[src/core_pkg.sv]
// Pipeline widths, reset vector, ALU operation and result-class encodings
package core_pkg;

    localparam int XLEN   = 32;
    localparam int REG_AW = 5;

    localparam logic [XLEN-1:0] RESET_PC = '0;

    // ALU operations
    localparam logic [3:0] ALU_ADD  = 4'b0000;
    localparam logic [3:0] ALU_SLL  = 4'b0001;
    localparam logic [3:0] ALU_SLT  = 4'b0010;
    localparam logic [3:0] ALU_SLTU = 4'b0011;
    localparam logic [3:0] ALU_XOR  = 4'b0100;
    localparam logic [3:0] ALU_SRL  = 4'b0101;
    localparam logic [3:0] ALU_OR   = 4'b0110;
    localparam logic [3:0] ALU_AND  = 4'b0111;
    localparam logic [3:0] ALU_SUB  = 4'b1000;
    localparam logic [3:0] ALU_SRA  = 4'b1001;
    localparam logic [3:0] ALU_BEQ  = 4'b1010;  // Compare codes only drive the branch flag
    localparam logic [3:0] ALU_BNE  = 4'b1011;
    localparam logic [3:0] ALU_BLT  = 4'b1100;
    localparam logic [3:0] ALU_BGE  = 4'b1101;
    localparam logic [3:0] ALU_BLTU = 4'b1110;
    localparam logic [3:0] ALU_BGEU = 4'b1111;

    // What execute writes back
    localparam logic [2:0] RES_ALU   = 3'd0;
    localparam logic [2:0] RES_LUI   = 3'd1;
    localparam logic [2:0] RES_AUIPC = 3'd2;
    localparam logic [2:0] RES_LINK  = 3'd3;  // PC plus four for JAL and JALR
    localparam logic [2:0] RES_NONE  = 3'd4;

endpackage

[src/isa_pkg.sv]
// RV32I instruction word layout and the integer-subset encodings
package isa_pkg;

    // Register-register layout, also the S and B field positions
    typedef struct packed {
        logic [6:0] funct7;
        logic [4:0] rs2;
        logic [4:0] rs1;
        logic [2:0] funct3;
        logic [4:0] rd;
        logic [6:0] opcode;
    } r_fmt_t;

    // Immediate layout, upper bits shared with U and J
    typedef struct packed {
        logic [11:0] imm12;
        logic [4:0]  rs1;
        logic [2:0]  funct3;
        logic [4:0]  rd;
        logic [6:0]  opcode;
    } i_fmt_t;

    typedef union packed {
        r_fmt_t r;
        i_fmt_t i;
    } instr_t;

    // Major opcodes
    localparam logic [6:0] OPC_OP     = 7'b0110011;
    localparam logic [6:0] OPC_OP_IMM = 7'b0010011;
    localparam logic [6:0] OPC_LUI    = 7'b0110111;
    localparam logic [6:0] OPC_AUIPC  = 7'b0010111;
    localparam logic [6:0] OPC_JAL    = 7'b1101111;
    localparam logic [6:0] OPC_JALR   = 7'b1100111;
    localparam logic [6:0] OPC_BRANCH = 7'b1100011;

    // Arithmetic function codes
    localparam logic [2:0] F3_ADD  = 3'b000;  // Also SUB with bit 30
    localparam logic [2:0] F3_SLL  = 3'b001;
    localparam logic [2:0] F3_SLT  = 3'b010;
    localparam logic [2:0] F3_SLTU = 3'b011;
    localparam logic [2:0] F3_XOR  = 3'b100;
    localparam logic [2:0] F3_SR   = 3'b101;  // SRL or SRA by bit 30
    localparam logic [2:0] F3_OR   = 3'b110;
    localparam logic [2:0] F3_AND  = 3'b111;

    // Branch function codes
    localparam logic [2:0] F3_BEQ  = 3'b000;
    localparam logic [2:0] F3_BNE  = 3'b001;
    localparam logic [2:0] F3_BLT  = 3'b100;
    localparam logic [2:0] F3_BGE  = 3'b101;
    localparam logic [2:0] F3_BLTU = 3'b110;
    localparam logic [2:0] F3_BGEU = 3'b111;

    localparam instr_t INSTR_BUBBLE = '0;  // All-zero word never retires

endpackage

[src/decode_unit.sv]
// Decode stage with control decode, immediate build and decode-to-execute register
module decode_unit (
    input  logic                       clk,
    input  logic                       rst,
    input  logic                       flush,
    input  logic                       id_valid,
    input  isa_pkg::instr_t            id_instr,
    input  logic [core_pkg::XLEN-1:0]   id_pc,
    output logic [core_pkg::REG_AW-1:0] rs1_addr,
    output logic [core_pkg::REG_AW-1:0] rs2_addr,
    input  logic [core_pkg::XLEN-1:0]   rs1_data,
    input  logic [core_pkg::XLEN-1:0]   rs2_data,
    output logic                       ex_valid,
    output logic [core_pkg::XLEN-1:0]   ex_pc,
    output logic [3:0]                 ex_alu_op,
    output logic [2:0]                 ex_res_class,
    output logic                       ex_use_imm,
    output logic [core_pkg::XLEN-1:0]   ex_imm,
    output logic [core_pkg::REG_AW-1:0] ex_rs1,
    output logic [core_pkg::REG_AW-1:0] ex_rs2,
    output logic [core_pkg::XLEN-1:0]   ex_rs1_data,
    output logic [core_pkg::XLEN-1:0]   ex_rs2_data,
    output logic [core_pkg::REG_AW-1:0] ex_rd,
    output logic                       ex_wen
);
    import core_pkg::*;
    import isa_pkg::*;

    logic [XLEN-1:0] imm_i;
    logic [XLEN-1:0] imm_b;
    logic [XLEN-1:0] imm_u;
    logic [XLEN-1:0] imm_j;
    logic [XLEN-1:0] imm;
    logic [3:0]      alu_op;
    logic [2:0]      res_class;
    logic            use_imm;
    logic            wen;
    logic            alt;

    function automatic logic [3:0] arith_op(input logic [2:0] f3, input logic sub_sra);
        case (f3)
            F3_ADD:  return sub_sra ? ALU_SUB : ALU_ADD;
            F3_SLL:  return ALU_SLL;
            F3_SLT:  return ALU_SLT;
            F3_SLTU: return ALU_SLTU;
            F3_XOR:  return ALU_XOR;
            F3_SR:   return sub_sra ? ALU_SRA : ALU_SRL;
            F3_OR:   return ALU_OR;
            default: return ALU_AND;
        endcase
    endfunction

    function automatic logic [3:0] branch_op(input logic [2:0] f3);
        case (f3)
            F3_BEQ:  return ALU_BEQ;
            F3_BNE:  return ALU_BNE;
            F3_BLT:  return ALU_BLT;
            F3_BGE:  return ALU_BGE;
            F3_BLTU: return ALU_BLTU;
            F3_BGEU: return ALU_BGEU;
            default: return ALU_ADD;  // Reserved code never branches
        endcase
    endfunction

    assign rs1_addr = id_instr.r.rs1;
    assign rs2_addr = id_instr.r.rs2;
    assign alt      = id_instr.r.funct7[5];

    assign imm_i = {{20{id_instr.i.imm12[11]}}, id_instr.i.imm12};
    assign imm_b = {{20{id_instr.r.funct7[6]}}, id_instr.r.rd[0], id_instr.r.funct7[5:0],
                    id_instr.r.rd[4:1], 1'b0};
    assign imm_u = {id_instr.i.imm12, id_instr.i.rs1, id_instr.i.funct3, 12'b0};
    assign imm_j = {{12{id_instr.i.imm12[11]}}, id_instr.i.rs1, id_instr.i.funct3,
                    id_instr.i.imm12[0], id_instr.i.imm12[10:1], 1'b0};

    always_comb begin
        alu_op    = ALU_ADD;
        res_class = RES_NONE;
        use_imm   = 1'b0;
        imm       = imm_i;
        wen       = 1'b0;
        case (id_instr.r.opcode)
            OPC_OP: begin
                alu_op    = arith_op(id_instr.r.funct3, alt);
                res_class = RES_ALU;
                wen       = 1'b1;
            end
            OPC_OP_IMM: begin
                alu_op    = arith_op(id_instr.r.funct3, alt && id_instr.r.funct3 == F3_SR);
                res_class = RES_ALU;
                use_imm   = 1'b1;
                wen       = 1'b1;
            end
            OPC_LUI, OPC_AUIPC: begin
                res_class = (id_instr.r.opcode == OPC_LUI) ? RES_LUI : RES_AUIPC;
                imm       = imm_u;
                wen       = 1'b1;
            end
            OPC_JAL: begin
                res_class = RES_LINK;
                imm       = imm_j;
                wen       = 1'b1;
            end
            OPC_JALR: begin
                res_class = RES_LINK;
                use_imm   = 1'b1;  // ALU forms rs1 plus offset as the target
                wen       = 1'b1;
            end
            OPC_BRANCH: begin
                alu_op = branch_op(id_instr.r.funct3);
                imm    = imm_b;
            end
            default: ;
        endcase
    end

    always_ff @(posedge clk or posedge rst) begin
        if (rst) begin
            ex_valid <= 1'b0;
            ex_wen   <= 1'b0;
        end else begin
            ex_valid <= id_valid && !flush;
            ex_wen   <= id_valid && !flush && wen && id_instr.r.rd != '0;
        end
    end

    always_ff @(posedge clk) begin
        ex_pc        <= id_pc;
        ex_alu_op    <= alu_op;
        ex_res_class <= res_class;
        ex_use_imm   <= use_imm;
        ex_imm       <= imm;
        ex_rs1       <= rs1_addr;
        ex_rs2       <= rs2_addr;
        ex_rs1_data  <= rs1_data;
        ex_rs2_data  <= rs2_data;
        ex_rd        <= id_instr.r.rd;
    end

endmodule

[src/execute_unit.sv]
// Execute stage with forwarding, ALU, branch resolve, redirect and write-back register
module execute_unit (
    input  logic                       clk,
    input  logic                       rst,
    input  logic                       ex_valid,
    input  logic [core_pkg::XLEN-1:0]   ex_pc,
    input  logic [3:0]                 ex_alu_op,
    input  logic [2:0]                 ex_res_class,
    input  logic                       ex_use_imm,
    input  logic [core_pkg::XLEN-1:0]   ex_imm,
    input  logic [core_pkg::REG_AW-1:0] ex_rs1,
    input  logic [core_pkg::REG_AW-1:0] ex_rs2,
    input  logic [core_pkg::XLEN-1:0]   ex_rs1_data,
    input  logic [core_pkg::XLEN-1:0]   ex_rs2_data,
    input  logic [core_pkg::REG_AW-1:0] ex_rd,
    input  logic                       ex_wen,
    output logic                       redirect,
    output logic [core_pkg::XLEN-1:0]   redirect_pc,
    output logic                       wb_valid,
    output logic [core_pkg::XLEN-1:0]   wb_pc,
    output logic                       wb_wen,
    output logic [core_pkg::REG_AW-1:0] wb_rd,
    output logic [core_pkg::XLEN-1:0]   wb_value
);
    import core_pkg::*;

    logic [XLEN-1:0] rs1_val;
    logic [XLEN-1:0] rs2_val;
    logic [XLEN-1:0] op_b;
    logic [XLEN-1:0] alu_result;
    logic [XLEN-1:0] pc_imm;
    logic [XLEN-1:0] result;
    logic            cond;
    logic            is_link;

    // Instruction one ahead sits in the write-back register
    assign rs1_val = (wb_wen && wb_rd == ex_rs1) ? wb_value : ex_rs1_data;
    assign rs2_val = (wb_wen && wb_rd == ex_rs2) ? wb_value : ex_rs2_data;
    assign op_b    = ex_use_imm ? ex_imm : rs2_val;

    always_comb begin
        alu_result = '0;
        cond       = 1'b0;
        case (ex_alu_op)
            ALU_ADD:  alu_result = rs1_val + op_b;
            ALU_SUB:  alu_result = rs1_val - op_b;
            ALU_SLL:  alu_result = rs1_val << op_b[4:0];
            ALU_SLT:  alu_result = XLEN'($signed(rs1_val) < $signed(op_b));
            ALU_SLTU: alu_result = XLEN'(rs1_val < op_b);
            ALU_XOR:  alu_result = rs1_val ^ op_b;
            ALU_SRL:  alu_result = rs1_val >> op_b[4:0];
            ALU_SRA:  alu_result = $signed(rs1_val) >>> op_b[4:0];
            ALU_OR:   alu_result = rs1_val | op_b;
            ALU_AND:  alu_result = rs1_val & op_b;
            ALU_BEQ:  cond = rs1_val == op_b;
            ALU_BNE:  cond = rs1_val != op_b;
            ALU_BLT:  cond = $signed(rs1_val) < $signed(op_b);
            ALU_BGE:  cond = $signed(rs1_val) >= $signed(op_b);
            ALU_BLTU: cond = rs1_val < op_b;
            ALU_BGEU: cond = rs1_val >= op_b;
        endcase
    end

    assign is_link = ex_res_class == RES_LINK;
    assign pc_imm  = ex_pc + ex_imm;  // Branch, JAL and AUIPC share this adder

    // Taken transfer squashes the two younger stages
    assign redirect    = ex_valid && (cond || is_link);
    assign redirect_pc = (is_link && ex_use_imm) ? {alu_result[XLEN-1:1], 1'b0} : pc_imm;

    always_comb begin
        case (ex_res_class)
            RES_ALU:   result = alu_result;
            RES_LUI:   result = ex_imm;
            RES_AUIPC: result = pc_imm;
            RES_LINK:  result = ex_pc + XLEN'(4);
            default:   result = '0;  // Branches write nothing
        endcase
    end

    always_ff @(posedge clk or posedge rst) begin
        if (rst) begin
            wb_valid <= 1'b0;
            wb_wen   <= 1'b0;
        end else begin
            wb_valid <= ex_valid;
            wb_wen   <= ex_wen;  // Already cleared for bubbles and x0
        end
    end

    always_ff @(posedge clk) begin
        wb_pc    <= ex_pc;
        wb_rd    <= ex_rd;
        wb_value <= result;
    end

endmodule

[src/fetch_unit.sv]
// Fetch stage with program counter, next-PC select and fetch-to-decode register
module fetch_unit (
    input  logic                     clk,
    input  logic                     rst,
    input  logic                     redirect,
    input  logic [core_pkg::XLEN-1:0] redirect_pc,
    output logic [core_pkg::XLEN-1:0] imem_addr,
    input  isa_pkg::instr_t          imem_data,
    output logic                     id_valid,
    output isa_pkg::instr_t          id_instr,
    output logic [core_pkg::XLEN-1:0] id_pc
);
    import core_pkg::*;
    import isa_pkg::*;

    logic [XLEN-1:0] pc;
    logic [XLEN-1:0] pc_next;

    assign pc_next   = redirect ? redirect_pc : pc + XLEN'(4);
    assign imem_addr = pc;

    always_ff @(posedge clk or posedge rst) begin
        if (rst) begin
            pc       <= RESET_PC;
            id_valid <= 1'b0;
        end else begin
            pc       <= pc_next;
            id_valid <= !redirect && imem_data != INSTR_BUBBLE;  // Zero word is a bubble
        end
    end

    always_ff @(posedge clk) begin
        id_instr <= redirect ? INSTR_BUBBLE : imem_data;  // Squash the wrong-path word
        id_pc    <= pc;
    end

endmodule

[src/regfile.sv]
// Integer register file, two read ports with write-through, one write port
module regfile (
    input  logic                       clk,
    input  logic                       rst,
    input  logic [core_pkg::REG_AW-1:0] rs1_addr,
    input  logic [core_pkg::REG_AW-1:0] rs2_addr,
    output logic [core_pkg::XLEN-1:0]   rs1_data,
    output logic [core_pkg::XLEN-1:0]   rs2_data,
    input  logic                       wen,
    input  logic [core_pkg::REG_AW-1:0] rd,
    input  logic [core_pkg::XLEN-1:0]   wdata
);
    import core_pkg::*;

    logic [XLEN-1:0] regs [2**REG_AW];

    always_ff @(posedge clk or posedge rst) begin
        if (rst) begin
            for (int i = 0; i < 2**REG_AW; i++) begin
                regs[i] <= '0;
            end
        end else if (wen) begin
            regs[rd] <= wdata;  // Decode never enables x0
        end
    end

    // Same-cycle write is visible to decode
    assign rs1_data = (wen && rd == rs1_addr) ? wdata : regs[rs1_addr];
    assign rs2_data = (wen && rd == rs2_addr) ? wdata : regs[rs2_addr];

endmodule

[src/rv_core.sv]
// Four-stage RV32I integer core top with instruction port and retire trace
module rv_core (
    input  logic                       clk,
    input  logic                       rst,
    output logic [core_pkg::XLEN-1:0]   imem_addr,
    input  isa_pkg::instr_t            imem_data,
    output logic                       retire_valid,
    output logic [core_pkg::XLEN-1:0]   retire_pc,
    output logic                       retire_wen,
    output logic [core_pkg::REG_AW-1:0] retire_rd,
    output logic [core_pkg::XLEN-1:0]   retire_value
);
    import core_pkg::*;
    import isa_pkg::*;

    logic              redirect;
    logic [XLEN-1:0]   redirect_pc;
    logic              id_valid;
    instr_t            id_instr;
    logic [XLEN-1:0]   id_pc;
    logic [REG_AW-1:0] rs1_addr;
    logic [REG_AW-1:0] rs2_addr;
    logic [XLEN-1:0]   rs1_data;
    logic [XLEN-1:0]   rs2_data;
    logic              ex_valid;
    logic [XLEN-1:0]   ex_pc;
    logic [3:0]        ex_alu_op;
    logic [2:0]        ex_res_class;
    logic              ex_use_imm;
    logic [XLEN-1:0]   ex_imm;
    logic [REG_AW-1:0] ex_rs1;
    logic [REG_AW-1:0] ex_rs2;
    logic [XLEN-1:0]   ex_rs1_data;
    logic [XLEN-1:0]   ex_rs2_data;
    logic [REG_AW-1:0] ex_rd;
    logic              ex_wen;

    fetch_unit u_fetch (
        .clk         (clk),
        .rst         (rst),
        .redirect    (redirect),
        .redirect_pc (redirect_pc),
        .imem_addr   (imem_addr),
        .imem_data   (imem_data),
        .id_valid    (id_valid),
        .id_instr    (id_instr),
        .id_pc       (id_pc)
    );

    decode_unit u_decode (
        .clk          (clk),
        .rst          (rst),
        .flush        (redirect),
        .id_valid     (id_valid),
        .id_instr     (id_instr),
        .id_pc        (id_pc),
        .rs1_addr     (rs1_addr),
        .rs2_addr     (rs2_addr),
        .rs1_data     (rs1_data),
        .rs2_data     (rs2_data),
        .ex_valid     (ex_valid),
        .ex_pc        (ex_pc),
        .ex_alu_op    (ex_alu_op),
        .ex_res_class (ex_res_class),
        .ex_use_imm   (ex_use_imm),
        .ex_imm       (ex_imm),
        .ex_rs1       (ex_rs1),
        .ex_rs2       (ex_rs2),
        .ex_rs1_data  (ex_rs1_data),
        .ex_rs2_data  (ex_rs2_data),
        .ex_rd        (ex_rd),
        .ex_wen       (ex_wen)
    );

    // Write-back register feeds both the write port and the retire trace
    regfile u_regfile (
        .clk      (clk),
        .rst      (rst),
        .rs1_addr (rs1_addr),
        .rs2_addr (rs2_addr),
        .rs1_data (rs1_data),
        .rs2_data (rs2_data),
        .wen      (retire_wen),
        .rd       (retire_rd),
        .wdata    (retire_value)
    );

    execute_unit u_execute (
        .clk          (clk),
        .rst          (rst),
        .ex_valid     (ex_valid),
        .ex_pc        (ex_pc),
        .ex_alu_op    (ex_alu_op),
        .ex_res_class (ex_res_class),
        .ex_use_imm   (ex_use_imm),
        .ex_imm       (ex_imm),
        .ex_rs1       (ex_rs1),
        .ex_rs2       (ex_rs2),
        .ex_rs1_data  (ex_rs1_data),
        .ex_rs2_data  (ex_rs2_data),
        .ex_rd        (ex_rd),
        .ex_wen       (ex_wen),
        .redirect     (redirect),
        .redirect_pc  (redirect_pc),
        .wb_valid     (retire_valid),
        .wb_pc        (retire_pc),
        .wb_wen       (retire_wen),
        .wb_rd        (retire_rd),
        .wb_value     (retire_value)
    );

endmodule

[config.mk]
export PLATFORM = sky130hd
export DESIGN_NAME = rv_core
export DESIGN_NICKNAME = d
export VERILOG_FILES = /design/src/core_pkg.sv /design/src/isa_pkg.sv /design/src/decode_unit.sv /design/src/execute_unit.sv /design/src/fetch_unit.sv /design/src/regfile.sv /design/src/rv_core.sv
export SDC_FILE = /design/constraint.sdc
export NUM_CORES = 2
export LEC_CHECK = 0
export BUFFER_PORTS_ARGS = -buffer_cell sky130_fd_sc_hd__buf_2
export CORE_MARGIN = 2
export CORE_UTILIZATION = 64
export DETAILED_ROUTE_END_ITERATION = 16
export PLACE_DENSITY_LB_ADDON = 0.08
export SLEW_MARGIN = 5
export SYNTH_ARGS = -nofsm -noshare
export SYNTH_HDL_FRONTEND = slang
export SYNTH_SLANG_ARGS = --single-unit
[constraint.sdc]
create_clock -name clk -period 41.8 [get_ports clk]
set_input_delay 4.18 -clock clk [delete_from_list [all_inputs] [get_ports clk]]
set_output_delay 4.18 -clock clk [all_outputs]
set_load 0.01 [all_outputs]
==> results.toml <==
[outcome]
status = "finished clean"

[setup_path]
crit_type = "reg -> reg"
start_kind = "register"
crit_path_max_incr_delay_ns = 0.89
crit_chain = "xnor2_1 > nand4_1 > nor2_4 > buf_4 > mux2i_1 > o21ai_0 > ha_1 > inv_1 > a2111oi_0 > o211ai_1 > a21oi_1 > o21ai_0 > nor4_1 > nor3_1 > o31ai_4 > buf_4 > inv_1 > buf_4 > nand2_1 > o221a_2"
worst_path_most_repeated_cell = "buf_4"
crit_path_end_kind = "register"
path_max_fanout = 78
critPathRequiredTime_ns = 42.50
cp.arrival_ns = 7.75
worst_path_max_delay_cell = "a2111oi_0"

[yosys]
synth.yosys.seq_area_share_pct = 42.1
synth_nets = 6265
synthTopCellsByArea = "dfrtp_1 (35%), mux4_2 (19%), mux2_2 (15%)"
synth_area_leader_cell = "dfrtp_1"
synth_edf_count = 0
syn_area_mm2 = 0.0766
syn-instance-count = 6095
synth-seq-cells = 1345
synth_top_flop_cell = "dfrtp_1"
synth_top_area_share_pct = 34.6
synth_cell_types = 95
syn_area_per_cell_um2 = 12.6
async_flop_share_pct = 78.9
yosysWarnings = 0

[finish]
nFillCells = 8134
drive_above_1_share_pct = 37.5
area_growth_pct = 9.10
nets = 6126
multi_input_area_mm2 = 0.0420
seqCellArea_mm2 = 0.0323

[floorplan]
core_area_mm2 = 0.118
die_h_um = 350
die_w_um = 350
start_util_pct = 64.7
rows = 126
die_area_mm2 = 0.123
io_pins = 137

[placement]
place_congestion = 1.09
port_buffers = 136
dp_hpwl_um = 167000

[clocking]
post_cts_buffers = 0
hold_buffers = 0
clk_path_buf_depth = 3
clkTransAtPathRegs_ns = 0.06
clkLatencyLatePin_ns = 0.81
clock-sinks = 1345
cts_buffers = 142
cts_resized = 0
cts-htree-levels = 4
cts_tree = "yes"
clockRootBuffer = "clkbuf_16"

[route]
first_pass_iters = 6
drtIter0Drc = 7172
wl_per_cell_um = 34.3
wirelength_um = 263000
ant_nets = 0
avgViaCountPerCell = 7.38
drc_errors = 0
route.vias.total = 56600

[sta]
setup_viol = 0
period_needed_ns = 7.05
final.period_utilization_pct = 16.9
setup_tns_ns = 0
final_hold_viol_count = 0
slew_violations = 0
fin_worst_skew_ns = 0.0537
max_slew_margin_pct = 12.1
rsz0062_at_grt = "no"
max_freq_ghz = 0.142
hold_ws_ns = 0.308
tightest_slew_ns = 1.31

[worst_hold_path]
min_path_type = "reg -> reg"

[global_route]
grtUsageTotal_pct = 43.2
grt_pass1_wl_um = 383000
grt_max_degree = 171
gr-total-overflow = 0
grt_pass1_vias = 55600
antenna_found_initial = 12

[power]
peakVddDrop_mv = 0.0421
p_leak_nw = 37.3
power_density_mw_per_mm2 = 34.1

[flow_run]
drv_cap = 0
-- synth_stat cells, drive strengths merged (18+ instances only) --
master  count
dfrtp    1061
mux2     1029
mux4      641
clkbuf    419
nand2     352
dfxtp     284
o21ai     267
nor2      217
a21oi     171
buf       150
mux2i     148
ha        133
inv       119
nand3      90
xnor2      79
and2       61
nor3       57
a211oi     54
a21o       53
o211ai     52
xor2       44
and3       35
a221oi     30
o31ai      30
a31oi      28
nand4      27
nor4       27
nand2b     24
o21bai     24
o22ai      24
a22oi      23
nor2b      23
o311ai     23
a21boi     21
a211o      19
o221ai     18
-- routing by layer --
layer / GRT usage, % / vias to the layer above / share of wire (%)
met5: 0.275 / - / 0.043
met3: 11.6 / 809 / 11
li1: - / 23000 / -
met4: 22.4 / 12 / 5.7
met2: 64.4 / 3580 / 45
met1: 58.6 / 29300 / 38
-- logic make-up after synthesis --
family	share of synthesized area, %
flops	42.1
simple gates	6.09
buf+inv	3.49
mux	35.9
fa+ha+maj	2.25
compound gates	8.81
xor+xnor	1.41
-- flip-flops by register name (all words and copies together), names as in the netlist, 3 cells and up --
signal                 count
u_decode.ex_pc            32
u_decode.ex_imm           32
u_fetch.imem_addr         32
u_execute.wb_pc           32
u_decode.ex_rs1            5
u_decode.ex_alu_op         4
u_decode.ex_rs2            5
u_execute.wb_rd            5
u_decode.ex_rs2_data      32
u_execute.wb_value        32
u_regfile.regs          1024
u_decode.ex_rs1_data      32
u_decode.ex_rd             5
u_fetch.id_pc             32
u_fetch.id_instr          32
u_decode.ex_res_class      3
-- power breakdown --
| part | switching (mW) | internal (mW) | leakage (nW) |
|---|---|---|---|
| combinational | 0.115 | 0.0653 | 17.7 |
| clock | 0.554 | 0.776 | 2.43 |
| sequential | 0.0288 | 1.31 | 17.1 |
-- worst paths after layout --
path	from	to	slack, ns	cells past startpoint
max	u_execute.wb_rd[4]	u_fetch.imem_addr[29]	34.75	20
min	u_fetch.id_pc[29]	u_decode.ex_pc[29]	0.31	0
max reg2reg	u_execute.wb_rd[4]	u_fetch.imem_addr[29]	34.75	20
min reg2reg	u_fetch.id_pc[29]	u_decode.ex_pc[29]	0.31	0
max in group asynchronous	rst	u_regfile.regs[224]	35.26	5
min in group asynchronous	rst	u_regfile.regs[886]	3.48	2
-- final cells by class --
class / instances / share of cell area [%]
clock buffer: 211 / 5.09
timing repair buffer: 286 / 2.28
clock inverter: 51 / 0.859
tap: 1600 / 2.39
multi-input combinational: 4060 / 50.2
inverter: 121 / 0.552
sequential: 1345 / 38.6
antenna: 5 / 0.0150
-- through the flow --
step / setup WS (ns) / util (%) / power, mW / cells / area, um2
after floorplan: 7.75 / - / 1.48 / 6095 / 76600
after global placement: 34.30 / 66.4 / 1.54 / 7412 / 78600
after detailed placement: 34.30 / 66.4 / 1.54 / 7412 / 78600
after CTS: 34.90 / 70.6 / 2.86 / 7674 / 83600
after global routing: 34.36 / 70.6 / 2.93 / 7675 / 83600
final: 34.75 / 70.6 / 2.85 / 7679 / 83600
-- critical path: cells and delay by family, from the launching register on --
kind            cells  cell delay (ns)
xor+xnor            1             0.25
buf+inv             5             1.63
mux                 1             0.24
flops               1             0.65
compound gates      7             2.39
fa+ha+maj           1             0.51
simple gates        5             1.21
-- cells in the final DEF (no fill, tap or decap), types with 27 or more instances in the layout --
cell type / n
dfrtp_1: 1061
mux2_2: 1029
mux4_2: 641
nand2_1: 335
dfxtp_1: 271
o21ai_0: 264
nor2_1: 200
a21oi_1: 171
mux2i_1: 148
clkbuf_16: 146
buf_4: 142
buf_2: 136
ha_1: 133
inv_1: 114
nand3_1: 90
xnor2_1: 79
and2_1: 60
nor3_1: 53
a21o_1: 53
a211oi_1: 53
o211ai_1: 52
xor2_1: 44
clkbuf_8: 36
and3_1: 34
a221oi_1: 29
clkbuf_1: 29
a31oi_1: 28
o31ai_1: 28
nand4_1: 27
nor4_1: 27
No activity file was read; power rests on OpenSTA's default activity.
